<file path="src/hdl/wbuf_defs.svh">
// sizing macros for the coalescing write buffer
// include wherever buffer or transaction widths are needed
`ifndef WBUF_DEFS_SVH
`define WBUF_DEFS_SVH

// entries in the buffer, one aligned data word each
`define WBUF_DEPTH 8
// memory transactions that may be in flight at once
`define WBUF_MAX_TX 4
// data word width in bits
`define WBUF_XLEN 64
// physical address width in bits
`define WBUF_PLEN 32
// bytes per data word and byte offset bits within a word
`define WBUF_NBYTES (`WBUF_XLEN/8)
`define WBUF_OFFW ($clog2(`WBUF_XLEN/8))

`endif
</file>
<file path="src/hdl/mem_pkg.sv">
// memory-side types: outgoing write requests, sizes, IDs and slots
// imported by the issue and return logic and the top level
`include "wbuf_defs.svh"

package mem_pkg;

  // transaction ID, one per slot
  typedef logic [$clog2(`WBUF_MAX_TX)-1:0] mem_id_t;

  // naturally aligned piece sizes
  typedef enum logic [1:0] {
    MEM_BYTE  = 2'b00,
    MEM_HALF  = 2'b01,
    MEM_WORD  = 2'b10,
    MEM_DWORD = 2'b11
  } mem_size_e;

  // write request toward memory, data replicated across the word
  typedef struct packed {
    logic [`WBUF_PLEN-1:0] paddr;
    logic [`WBUF_XLEN-1:0] wdata;
    mem_size_e             size;
    mem_id_t               id;
  } mem_tx_t;

  // in-flight record: owning entry and the bytes it carries
  typedef struct packed {
    logic                            vld;
    logic [$clog2(`WBUF_DEPTH)-1:0]  ptr;
    logic [`WBUF_NBYTES-1:0]         be;
  } mem_slot_t;

endpackage

</file>
<file path="src/hdl/wbuf_pkg.sv">
// buffer-side types: core store requests and buffer entries
// imported by the decode, entry store, issue and return logic
`include "wbuf_defs.svh"

package wbuf_pkg;

  // byte enables over one data word
  typedef logic [`WBUF_NBYTES-1:0] wbuf_be_t;

  // index of a buffer entry
  typedef logic [$clog2(`WBUF_DEPTH)-1:0] wbuf_ptr_t;

  // aligned word address, byte offset stripped
  typedef logic [`WBUF_PLEN-`WBUF_OFFW-1:0] wbuf_wtag_t;

  // store request from the core
  typedef struct packed {
    logic                  req;
    logic [`WBUF_PLEN-1:0] paddr;
    logic [`WBUF_XLEN-1:0] wdata;
    wbuf_be_t              be;
  } wbuf_req_t;

  // one buffer word
  // per byte valid/dirty/txblock is one of 000, 110, 101, 111
  // 111 means rewritten while in flight, so it goes out again
  typedef struct packed {
    wbuf_wtag_t            wtag;
    logic [`WBUF_XLEN-1:0] data;
    wbuf_be_t              valid;
    wbuf_be_t              dirty;
    wbuf_be_t              txblock;
  } wbuf_entry_t;

endpackage

</file>
<file path="src/hdl/wbuf_top.sv">
// coalescing write buffer between a core store port and memory
// store decode, entry array, transaction issue and response retirement
`timescale 1ns/1ps
`include "wbuf_defs.svh"

module wbuf_top import wbuf_pkg::*, mem_pkg::*; (
  input  logic      clk_i,
  input  logic      rst_ni,
  // core store port
  input  wbuf_req_t store_i,
  output logic      gnt_o,
  // write requests to memory
  output logic      miss_req_o,
  output mem_tx_t   miss_o,
  input  logic      miss_ack_i,
  // write responses
  input  logic      miss_rtrn_vld_i,
  input  mem_id_t   miss_rtrn_id_i,
  output logic      empty_o
);

  wbuf_entry_t [`WBUF_DEPTH-1:0]  entries;
  mem_slot_t   [`WBUF_MAX_TX-1:0] slots;
  logic      wr_en, wr_new, iss_en, ret_en, free_en;
  wbuf_ptr_t wr_ptr, iss_ptr, ret_ptr;
  wbuf_be_t  iss_be, ret_be;
  mem_id_t   free_id;

  wbuf_req_decode i_decode (
    .store_i   ( store_i ),
    .entries_i ( entries ),
    .gnt_o     ( gnt_o   ),
    .wr_en_o   ( wr_en   ),
    .wr_ptr_o  ( wr_ptr  ),
    .wr_new_o  ( wr_new  )
  );

  wbuf_store i_store (
    .clk_i     ( clk_i   ),
    .rst_ni    ( rst_ni  ),
    .store_i   ( store_i ),
    .wr_en_i   ( wr_en   ),
    .wr_ptr_i  ( wr_ptr  ),
    .wr_new_i  ( wr_new  ),
    .iss_en_i  ( iss_en  ),
    .iss_ptr_i ( iss_ptr ),
    .iss_be_i  ( iss_be  ),
    .ret_en_i  ( ret_en  ),
    .ret_ptr_i ( ret_ptr ),
    .ret_be_i  ( ret_be  ),
    .entries_o ( entries ),
    .empty_o   ( empty_o )
  );

  wbuf_tx_issue i_issue (
    .clk_i      ( clk_i      ),
    .rst_ni     ( rst_ni     ),
    .entries_i  ( entries    ),
    .miss_ack_i ( miss_ack_i ),
    .free_en_i  ( free_en    ),
    .free_id_i  ( free_id    ),
    .miss_req_o ( miss_req_o ),
    .miss_o     ( miss_o     ),
    .iss_en_o   ( iss_en     ),
    .iss_ptr_o  ( iss_ptr    ),
    .iss_be_o   ( iss_be     ),
    .slots_o    ( slots      )
  );

  wbuf_rtrn i_rtrn (
    .clk_i           ( clk_i           ),
    .rst_ni          ( rst_ni          ),
    .miss_rtrn_vld_i ( miss_rtrn_vld_i ),
    .miss_rtrn_id_i  ( miss_rtrn_id_i  ),
    .slots_i         ( slots           ),
    .ret_en_o        ( ret_en          ),
    .ret_ptr_o       ( ret_ptr         ),
    .ret_be_o        ( ret_be          ),
    .free_en_o       ( free_en         ),
    .free_id_o       ( free_id         )
  );

endmodule

</file>
<file path="src/hdl/wbuf_rtrn.sv">
// response retirement: queue returned IDs and retire one per cycle
// against the entry and bytes recorded in its slot
`timescale 1ns/1ps
`include "wbuf_defs.svh"

module wbuf_rtrn import wbuf_pkg::*, mem_pkg::*; (
  input  logic                         clk_i,
  input  logic                         rst_ni,
  input  logic                         miss_rtrn_vld_i,
  input  mem_id_t                      miss_rtrn_id_i,
  input  mem_slot_t [`WBUF_MAX_TX-1:0] slots_i,
  output logic                         ret_en_o,
  output wbuf_ptr_t                    ret_ptr_o,
  output wbuf_be_t                     ret_be_o,
  output logic                         free_en_o,
  output mem_id_t                      free_id_o
);

  localparam int unsigned AW = $clog2(`WBUF_MAX_TX);

  mem_id_t [`WBUF_MAX_TX-1:0] fifo_q;
  logic    [AW-1:0]           wr_ptr_q;
  logic    [AW-1:0]           rd_ptr_q;
  logic    [AW:0]             cnt_q;
  logic                       pop;
  mem_id_t                    head;

  // one slot per outstanding ID, so the queue cannot overflow
  // not fall-through, an ID is seen one cycle after its strobe
  assign pop  = (cnt_q != '0);
  assign head = fifo_q[rd_ptr_q];

  always_ff @(posedge clk_i or negedge rst_ni) begin : p_ptrs
    if (!rst_ni) begin
      wr_ptr_q <= '0;
      rd_ptr_q <= '0;
      cnt_q    <= '0;
    end else begin
      if (miss_rtrn_vld_i) begin
        wr_ptr_q <= wr_ptr_q + 1'b1;
      end
      if (pop) begin
        rd_ptr_q <= rd_ptr_q + 1'b1;
      end
      if (miss_rtrn_vld_i && !pop) begin
        cnt_q <= cnt_q + 1'b1;
      end else if (!miss_rtrn_vld_i && pop) begin
        cnt_q <= cnt_q - 1'b1;
      end
    end
  end

  always_ff @(posedge clk_i) begin : p_fifo
    if (miss_rtrn_vld_i) begin
      fifo_q[wr_ptr_q] <= miss_rtrn_id_i;
    end
  end

  // retire the head now, entry and slot update on the next edge
  assign ret_en_o  = pop;
  assign ret_ptr_o = slots_i[head].ptr;
  assign ret_be_o  = slots_i[head].be;
  assign free_en_o = pop;
  assign free_id_o = head;

endmodule

</file>
<file path="src/hdl/wbuf_tx_issue.sv">
// transaction issue: choose the next dirty piece, size and align it,
// drive the memory request and keep the table of in-flight slots
`timescale 1ns/1ps
`include "wbuf_defs.svh"

module wbuf_tx_issue import wbuf_pkg::*, mem_pkg::*; (
  input  logic                          clk_i,
  input  logic                          rst_ni,
  input  wbuf_entry_t [`WBUF_DEPTH-1:0] entries_i,
  input  logic                          miss_ack_i,
  input  logic                          free_en_i,
  input  mem_id_t                       free_id_i,
  output logic                          miss_req_o,
  output mem_tx_t                       miss_o,
  output logic                          iss_en_o,
  output wbuf_ptr_t                     iss_ptr_o,
  output wbuf_be_t                      iss_be_o,
  output mem_slot_t [`WBUF_MAX_TX-1:0]  slots_o
);

  logic      [`WBUF_DEPTH-1:0]  elig;
  logic      [`WBUF_MAX_TX-1:0] slot_vld_q;
  wbuf_ptr_t [`WBUF_MAX_TX-1:0] slot_ptr_q;
  wbuf_be_t  [`WBUF_MAX_TX-1:0] slot_be_q;
  wbuf_ptr_t                    low_ptr, sel_ptr, lock_ptr_q;
  mem_id_t                      low_id, sel_id, lock_id_q;
  logic                         lock_q;
  logic                         accept;
  wbuf_entry_t                  sel;
  wbuf_be_t                     bshift, size_mask;
  logic      [`WBUF_OFFW-1:0]   off;
  logic      [`WBUF_XLEN-1:0]   sdata;
  mem_size_e                    size;

  // an entry already in flight waits, pieces must not overtake
  for (genvar k = 0; k < `WBUF_DEPTH; k++) begin : gen_elig
    assign elig[k] = (|entries_i[k].dirty) && !(|entries_i[k].txblock);
  end

  always_comb begin : p_lowest
    low_ptr = '0;
    low_id  = '0;
    for (int k = `WBUF_DEPTH-1; k >= 0; k--) begin
      if (elig[k]) begin
        low_ptr = wbuf_ptr_t'(k);
      end
    end
    for (int k = `WBUF_MAX_TX-1; k >= 0; k--) begin
      if (!slot_vld_q[k]) begin
        low_id = mem_id_t'(k);
      end
    end
  end

  // hold the choice while memory stalls
  assign sel_ptr = lock_q ? lock_ptr_q : low_ptr;
  assign sel_id  = lock_q ? lock_id_q  : low_id;
  assign sel     = entries_i[sel_ptr];

  //////////////////////////////////////////////////
  // piece size, mask and data
  //////////////////////////////////////////////////

  always_comb begin : p_off
    off = '0;
    for (int k = `WBUF_NBYTES-1; k >= 0; k--) begin
      if (sel.dirty[k]) begin
        off = k[`WBUF_OFFW-1:0];
      end
    end
  end

  assign bshift = sel.dirty >> off;
  assign sdata  = sel.data >> {off, 3'b000};

  // largest naturally aligned run starting at the offset
  always_comb begin : p_size
    if (off == '0 && (&sel.dirty)) begin
      size      = MEM_DWORD;
      size_mask = '1;
    end else if (off[1:0] == 2'b00 && (&bshift[3:0])) begin
      size      = MEM_WORD;
      size_mask = wbuf_be_t'(4'hf);
    end else if (!off[0] && bshift[1]) begin
      size      = MEM_HALF;
      size_mask = wbuf_be_t'(2'h3);
    end else begin
      size      = MEM_BYTE;
      size_mask = wbuf_be_t'(1'b1);
    end
  end

  always_comb begin : p_tx
    miss_o.paddr = {sel.wtag, off};
    miss_o.size  = size;
    miss_o.id    = sel_id;
    // replicate short pieces over the full word
    case (size)
      MEM_DWORD: miss_o.wdata = sel.data;
      MEM_WORD:  miss_o.wdata = {(`WBUF_XLEN/32){sdata[31:0]}};
      MEM_HALF:  miss_o.wdata = {(`WBUF_XLEN/16){sdata[15:0]}};
      default:   miss_o.wdata = {(`WBUF_XLEN/8){sdata[7:0]}};
    endcase
  end

  assign miss_req_o = (|elig) && !(&slot_vld_q);
  assign accept     = miss_req_o && miss_ack_i;
  assign iss_en_o   = accept;
  assign iss_ptr_o  = sel_ptr;
  assign iss_be_o   = size_mask << off;

  //////////////////////////////////////////////////
  // slot table and lock
  //////////////////////////////////////////////////

  always_ff @(posedge clk_i or negedge rst_ni) begin : p_ctrl
    if (!rst_ni) begin
      slot_vld_q <= '0;
      lock_q     <= 1'b0;
    end else begin
      // freed and allocated slots never coincide
      if (free_en_i) begin
        slot_vld_q[free_id_i] <= 1'b0;
      end
      if (accept) begin
        slot_vld_q[sel_id] <= 1'b1;
      end
      lock_q <= miss_req_o && !miss_ack_i;
    end
  end

  always_ff @(posedge clk_i) begin : p_slot_data
    lock_ptr_q <= sel_ptr;
    lock_id_q  <= sel_id;
    if (accept) begin
      slot_ptr_q[sel_id] <= sel_ptr;
      slot_be_q[sel_id]  <= iss_be_o;
    end
  end

  for (genvar k = 0; k < `WBUF_MAX_TX; k++) begin : gen_slots
    assign slots_o[k].vld = slot_vld_q[k];
    assign slots_o[k].ptr = slot_ptr_q[k];
    assign slots_o[k].be  = slot_be_q[k];
  end

endmodule

</file>
<file path="src/hdl/wbuf_store.sv">
// buffer entry array with per-byte valid/dirty/txblock tracking
// applies store writes, issue marks and retirement each cycle
`timescale 1ns/1ps
`include "wbuf_defs.svh"

module wbuf_store import wbuf_pkg::*; (
  input  logic                          clk_i,
  input  logic                          rst_ni,
  input  wbuf_req_t                     store_i,
  input  logic                          wr_en_i,
  input  wbuf_ptr_t                     wr_ptr_i,
  input  logic                          wr_new_i,
  input  logic                          iss_en_i,
  input  wbuf_ptr_t                     iss_ptr_i,
  input  wbuf_be_t                      iss_be_i,
  input  logic                          ret_en_i,
  input  wbuf_ptr_t                     ret_ptr_i,
  input  wbuf_be_t                      ret_be_i,
  output wbuf_entry_t [`WBUF_DEPTH-1:0] entries_o,
  output logic                          empty_o
);

  wbuf_be_t   [`WBUF_DEPTH-1:0]                 valid_d, valid_q;
  wbuf_be_t   [`WBUF_DEPTH-1:0]                 dirty_d, dirty_q;
  wbuf_be_t   [`WBUF_DEPTH-1:0]                 txblk_d, txblk_q;
  wbuf_wtag_t [`WBUF_DEPTH-1:0]                 wtag_q;
  logic       [`WBUF_DEPTH-1:0][`WBUF_XLEN-1:0] data_q;
  logic       [`WBUF_DEPTH-1:0]                 used;

  //////////////////////////////////////////////////
  // byte state update
  //////////////////////////////////////////////////

  always_comb begin : p_state
    valid_d = valid_q;
    dirty_d = dirty_q;
    txblk_d = txblk_q;

    // response back: unblock, free bytes not rewritten meanwhile
    if (ret_en_i) begin
      txblk_d[ret_ptr_i] = txblk_q[ret_ptr_i] & ~ret_be_i;
      valid_d[ret_ptr_i] = valid_q[ret_ptr_i] & ~(ret_be_i & ~dirty_q[ret_ptr_i]);
    end

    // accepted piece moves from dirty to in flight
    if (iss_en_i) begin
      dirty_d[iss_ptr_i] = dirty_d[iss_ptr_i] & ~iss_be_i;
      txblk_d[iss_ptr_i] = txblk_d[iss_ptr_i] | iss_be_i;
    end

    // store applied last, a rewrite of an in-flight byte gives 1/1/1
    if (wr_en_i) begin
      valid_d[wr_ptr_i] = valid_d[wr_ptr_i] | store_i.be;
      dirty_d[wr_ptr_i] = dirty_d[wr_ptr_i] | store_i.be;
    end
  end

  always_ff @(posedge clk_i or negedge rst_ni) begin : p_state_regs
    if (!rst_ni) begin
      valid_q <= '0;
      dirty_q <= '0;
      txblk_q <= '0;
    end else begin
      valid_q <= valid_d;
      dirty_q <= dirty_d;
      txblk_q <= txblk_d;
    end
  end

  //////////////////////////////////////////////////
  // tag and data
  //////////////////////////////////////////////////

  always_ff @(posedge clk_i) begin : p_payload
    if (wr_en_i) begin
      // tag only changes when a free entry is claimed
      if (wr_new_i) begin
        wtag_q[wr_ptr_i] <= store_i.paddr[`WBUF_PLEN-1:`WBUF_OFFW];
      end
      for (int b = 0; b < `WBUF_NBYTES; b++) begin
        if (store_i.be[b]) begin
          data_q[wr_ptr_i][b*8 +: 8] <= store_i.wdata[b*8 +: 8];
        end
      end
    end
  end

  for (genvar k = 0; k < `WBUF_DEPTH; k++) begin : gen_out
    assign entries_o[k].wtag    = wtag_q[k];
    assign entries_o[k].data    = data_q[k];
    assign entries_o[k].valid   = valid_q[k];
    assign entries_o[k].dirty   = dirty_q[k];
    assign entries_o[k].txblock = txblk_q[k];
    assign used[k]              = |valid_q[k];
  end

  assign empty_o = ~|used;

endmodule

</file>
<file path="src/hdl/wbuf_req_decode.sv">
// store-request decode: match the store's word against the buffer
// and pick the entry to write, or hold off the grant when full
`timescale 1ns/1ps
`include "wbuf_defs.svh"

module wbuf_req_decode import wbuf_pkg::*; (
  input  wbuf_req_t                     store_i,
  input  wbuf_entry_t [`WBUF_DEPTH-1:0] entries_i,
  output logic                          gnt_o,
  output logic                          wr_en_o,
  output wbuf_ptr_t                     wr_ptr_o,
  output logic                          wr_new_o
);

  wbuf_wtag_t             req_wtag;
  logic [`WBUF_DEPTH-1:0] used;
  logic [`WBUF_DEPTH-1:0] hit;
  wbuf_ptr_t              hit_ptr;
  wbuf_ptr_t              free_ptr;
  logic                   any_hit;
  logic                   full;

  assign req_wtag = store_i.paddr[`WBUF_PLEN-1:`WBUF_OFFW];

  // an entry is in use as long as one byte is valid
  for (genvar k = 0; k < `WBUF_DEPTH; k++) begin : gen_match
    assign used[k] = |entries_i[k].valid;
    assign hit[k]  = used[k] && (entries_i[k].wtag == req_wtag);
  end

  // lowest index wins, scan downward so the last hit sticks
  always_comb begin : p_pick
    hit_ptr  = '0;
    free_ptr = '0;
    for (int k = `WBUF_DEPTH-1; k >= 0; k--) begin
      if (hit[k]) begin
        hit_ptr = wbuf_ptr_t'(k);
      end
      if (!used[k]) begin
        free_ptr = wbuf_ptr_t'(k);
      end
    end
  end

  assign any_hit = |hit;
  assign full    = &used;

  // coalesce into a hit, else claim a free entry
  assign gnt_o    = store_i.req && (any_hit || !full);
  assign wr_en_o  = gnt_o;
  assign wr_new_o = !any_hit;
  assign wr_ptr_o = any_hit ? hit_ptr : free_ptr;

endmodule

</file>
<file path="config.mk">
export PLATFORM = sky130hd
export DESIGN_NAME = wbuf_top
export DESIGN_NICKNAME = d
export VERILOG_FILES = /design/src/hdl/mem_pkg.sv /design/src/hdl/wbuf_pkg.sv /design/src/hdl/wbuf_top.sv /design/src/hdl/wbuf_rtrn.sv /design/src/hdl/wbuf_tx_issue.sv /design/src/hdl/wbuf_store.sv /design/src/hdl/wbuf_req_decode.sv
export VERILOG_INCLUDE_DIRS = /design/src /design/src/hdl
export SDC_FILE = /design/constraint.sdc
export NUM_CORES = 2
export LEC_CHECK = 0
export BUFFER_PORTS_ARGS = -buffer_cell sky130_fd_sc_hd__buf_2
export CAP_MARGIN = 20
export CORE_UTILIZATION = 44
export DETAILED_ROUTE_END_ITERATION = 10
export HOLD_SLACK_MARGIN = 0.12
export PLACE_DENSITY = 0.56
export SLEW_MARGIN = 20
export SYNTH_ARGS = -nofsm -noshare
export SYNTH_HDL_FRONTEND = slang
export SYNTH_SLANG_ARGS = --single-unit
</file>
<file path="constraint.sdc">
create_clock -name clk_i -period 9.7 [get_ports clk_i]
set_input_delay 0.97 -clock clk_i [delete_from_list [all_inputs] [get_ports clk_i]]
set_output_delay 0.97 -clock clk_i [all_outputs]
set_load 0.05 [all_outputs]
</file>
Word level (Yosys, flattened, before mapping)
Index checks and enable logic that the tools add are counted. W data, S select, Z words.

Input bits: 111. Register bits after elaboration: 1005.

Add/subtract/negate cells: 4. Bitwise gates (word level): 15. Mux-type cells: 143. Equality and inequality tests: 11. Magnitude comparators: 13. Shift-type cells: 3. Reductions and logical operators: 83.

Operators with widths (number): $mux W512 (15); $bwmux W512 (8); $demux W64 S3 (8); $mux W64 (7); $bwmux W64 (6); $bmux W117 S3 (1); $bwmux W232 (1); $eq A29 B29 Y1 (8); $reduce_or A8 Y1 (26); $pmux W64 S3 (1); $bmux W8 S3 (7); $mux W117 (1); $mux W8 (14); $mux W3 (37); $demux W29 S3 (1); $demux W8 S3 (3); $reduce_or A64 Y1 (1); $shr A64 B6 Y32 (1); $mux W56 (1); $mux W48 (1); $mux W40 (1); $and A8 B8 Y8 (4); $bwmux W32 (1); $mux W32 (1); other kinds (42) (117).

Logic depth before layout (Yosys ltp)
Word-level depth: 38. Gate-level depth with buffers: 20. Mapped depth without buffers: 15.

Hierarchy
From an unflattened synthesis, not the netlist that was laid out.

Cell total of the unflattened synthesis: 4905. Area, all modules: 53248.6 sq um.

By module, submodules not included: wbuf_store (area an instance 36491.2 sq um, cells an instance 2365, seq. area each 27146.0 sq um, instances 1); wbuf_tx_issue (area an instance 12562.0 sq um, cells an instance 2063, seq. area each 1546.5 sq um, instances 1); wbuf_req_decode (area an instance 3128.0 sq um, cells an instance 396, seq. area each 0.0 sq um, instances 1); wbuf_rtrn (area an instance 1067.3 sq um, cells an instance 81, seq. area each 415.4 sq um, instances 1).

Worst setup path after synthesis
Ideal clock, no wire load.

Path kind: reg-to-output. Start point: register i_store.dirty_q, in the netlist i_store.entries_o[363]. End point: output port miss_o[25] (netlist name). Slack: 3803 ps. Buffers on the path: 5. Arrival time: 4927 ps. Stages on the path, launching flop included: 17. Cell sequence: dfrtp_1 or4_4 o211a_4 a211o_1 a21boi_2 nand2b_4 buf_6 inv_4 mux2i_1 o221a_2 buf_2 nor4_2 nand2_1 clkbuf_1 clkbuf_1 clkbuf_1 o21ai_0.

RTL lines: start: declaration (RTL line wbuf_store.sv:24) `` wbuf_be_t [`WBUF_DEPTH-1:0] dirty_d, dirty_q; ``; start signal: assignment (RTL line wbuf_store.sv:65) `dirty_q <= dirty_d;`; end: declaration (RTL line wbuf_top.sv:14) `output mem_tx_t miss_o,`.

==> results.cfg <==
[status]
status = finished, violations left
violations = DRC

[cts]
clk_latency_ns = 0.76
clk_pin_slew_ns = 0.06
cts_setup_buffers = 0
numCtsBuffers = 109
cts_resized = 0
cts_root_buffer = clkbuf_16
cts_buffer_depth = 3
clkSinkCount = 1005
htreeDepth = 3
hold_buffers = 0
cts_tree = built

[worst_setup_path]
cp.required_ns = 8.73
worstSetupStartpointType = register
end_kind = output pin
cp_max_fo = 82
crit_start = i_store.entries_o[597]$_DFF_PN0_
critical_path_class = register to output pin
rr_startpoint = i_store.entries_o[247]$_DFF_PN0_
crit_arrival_ns = 8.04

[floorplanning]
die_w_um = 342
dieArea_um2 = 117000
core-area_um2 = 115000
start_util_pct = 44.5
fp.dieH_um = 342
rows = 124
ios = 214

[synthesis]
synth_enable_flop_cells = 796
ys_seq_elements = 1005
ys.flop_type = edfxtp_1
yosys_warnings = 0
yosysSeqAreaShare_pct = 57.1
synth_top_cells_by_area = edfxtp_1, dfrtp_1, nand2_1
synth_top_cell_by_area = edfxtp_1
yosys.area.top_type_share_pct = 46.9
syn-num-nets = 4798
avgSynthCellArea_um2 = 10.9
syn_area_um2 = 51000
syn_inst = 4682
synth_cell_types = 96
async_reset_ff_share_pct = 20.3

[route]
dr.pass1.iters = 11
ant_nets = 0
routed_wl_mm = 189
drt_iter0_drc = 4855
routed_via_density = 6.24
drc_errors = 12
avgRoutedWirePerCell_um = 29.4
vias = 40100

[global_route]
grt.total_usage_pct = 31.7
grt_pass1_vias = 38100
grt_max_degree = 167
grt_first_pass_wirelength_mm = 271
antenna_found_initial = 23
grt_overflow = 0

[timing]
rsz0062_at_grt = no
finClkSkew_ns = 0.0706
setup_violations = 0
fin_tns_setup_ns = 0
post-route-period-util_pct = 92.9
max_slew.worst_pin.slew_ns = 1.27
min_period_ns = 9.01
relSlewSlack_pct = 15.4
finalHoldViolCount = 0
drv_slew = 0
max_freq_mhz = 111

[finish]
synthToLayoutAreaGrowth_pct = 13.3
num-nets-final = 4931
drive_gt1_share_pct = 14.6

[placement]
portBuffers = 210
dpl.hpwl_mm = 125
routabilityCongestion = 0.963

[worst_hold_path]
hold_class = input pin to async pin

[run]
cap_violations = 0
metal layers:
metal	GRT usage, %	part of all wire (%)	vias to the layer above	routed length [um]
li1	-	-	17600	-
met1	44.4	42	20100	79300
met2	47.9	45	1984	84500
met3	6.37	8.9	446	16800
met4	13.1	4.4	20	8410
met5	0	0.072	-	137
layout make-up:
| type | count | area (um2) |
|---|---|---|
| timing repair buffer | 339 | 2120 |
| fill | 10400 | 56900 |
| sequential | 1005 | 29100 |
| multi-input combinational | 3325 | 20700 |
| clock buffer | 130 | 2840 |
| clock inverter | 75 | 960 |
| antenna | 9 | 22.5 |
| tap | 1512 | 1890 |
| inverter | 35 | 145 |
synth_stat cells, types with 83 or more instances:
cell and number:
nor2_1 282, mux2_2 101, mux2i_1 267, a21oi_1 486, o21ai_0 106, clkbuf_1 217, edfxtp_1 796, dfrtp_1 204
xor2_1 83, nor4_1 113, nand3_1 96, nand2_1 814, xnor2_1 156
layout by cell type (no fill, tap or decap), types with 31 or more instances in the layout:
master | synthesis | layout
o21ai_0 | 106 | 105
edfxtp_1 | 796 | 796
xor2_1 | 83 | 83
nand4_1 | 47 | 47
clkbuf_16 | 0 | 109
dfrtp_1 | 204 | 204
a21oi_1 | 486 | 485
o211ai_1 | 68 | 68
and2_1 | 67 | 67
nand3_1 | 96 | 96
nor2_1 | 282 | 260
mux2_2 | 101 | 101
or4_1 | 61 | 61
nor3_1 | 55 | 51
o22ai_1 | 59 | 59
and3_1 | 74 | 74
buf_4 | 4 | 120
buf_2 | 54 | 211
nand2_1 | 814 | 813
nor4_1 | 113 | 105
a211oi_1 | 34 | 33
xnor2_1 | 156 | 156
mux2i_1 | 267 | 267
a22oi_1 | 31 | 31
metrics by stage:
stage	setup WS, ns	std cells	instance area [um2]	utilization [%]	hold WS (ns)
2_1_floorplan	3.80	4682	51000	-	0.434
3_3_place_gp	1.68	6210	53800	46.9	0.453
3_5_place_dp	1.65	6211	53900	47.0	0.454
4_1_cts	0.844	6416	57700	50.3	0.277
5_1_grt	0.474	6424	57800	50.4	0.296
6_report	0.688	6430	57800	50.4	0.257
state kept, by name, summed over array words and instances (netlist names):
| name | cells |
|---|---|
| i_rtrn.fifo_q | 8 |
| i_rtrn.rd_ptr_q | 2 |
| i_rtrn.wr_ptr_q | 2 |
| i_issue.lock_ptr_q | 3 |
| i_issue.lock_q | 1 |
| i_issue.lock_id_q | 2 |
| i_store.entries_o | 936 |
| i_issue.slots_o | 44 |
| i_issue.slot_vld_q | 4 |
| i_rtrn.cnt_q | 3 |
kinds of logic (layout without fill, tap and decap cells):
group | after synthesis | after routing | synth area share [%]
AND/OR/NAND/NOR | 1662 | 1662 | 14.9
AO/OA/AOI/OAI | 1037 | 1037 | 12.8
flip-flops | 1005 | 1005 | 57.1
multiplexers | 382 | 382 | 8.07
buffers and inverters | 352 | 579 | 2.85
XOR/XNOR | 239 | 239 | 4.10
adder cells (fa/ha/maj) | 5 | 5 | 0.123
other | 0 | 9 | 0
worst paths after layout:
| kind | end | slack [ns] | depth (start not counted) |
|---|---|---|---|
| worst max-delay path | miss_o[33] | 0.69 | 17 |
| worst min-delay path | i_rtrn.wr_ptr_q[0]$_DFFE_PN0P_ | 0.26 | 1 |
| worst max register to register | i_store.entries_o[704]$_DFF_PN0_ | 2.13 | 14 |
| worst min register to register | i_rtrn.cnt_q[2]$_DFFE_PN0P_ | 0.47 | 1 |
| max in group asynchronous | i_store.entries_o[363]$_DFF_PN0_ | 7.92 | 2 |
| min in group clk_i | i_issue.lock_q$_DFF_PN0_ | 0.45 | 2 |
worst max-delay path: stages (launching register included):
cell and delay (ns):
dfrtp_1 0.46, nor4_1 0.78, a211oi_2 0.29, a211o_1 0.36
a21boi_2 0.55, nand2b_4 0.50, clkinv_8 0.37, a2111o_1 0.69
inv_2 0.39, nand2_2 0.43, o211a_1 0.26, buf_4 0.23
clkinv_2 0.44, o41ai_1 0.23, o21ai_0 0.49, nand3_1 0.25
o211ai_1 0.21, buf_2 0.33
Power is not shown: default switching activity piles up to over one toggle a cycle in this logic, so the estimate is an artifact.
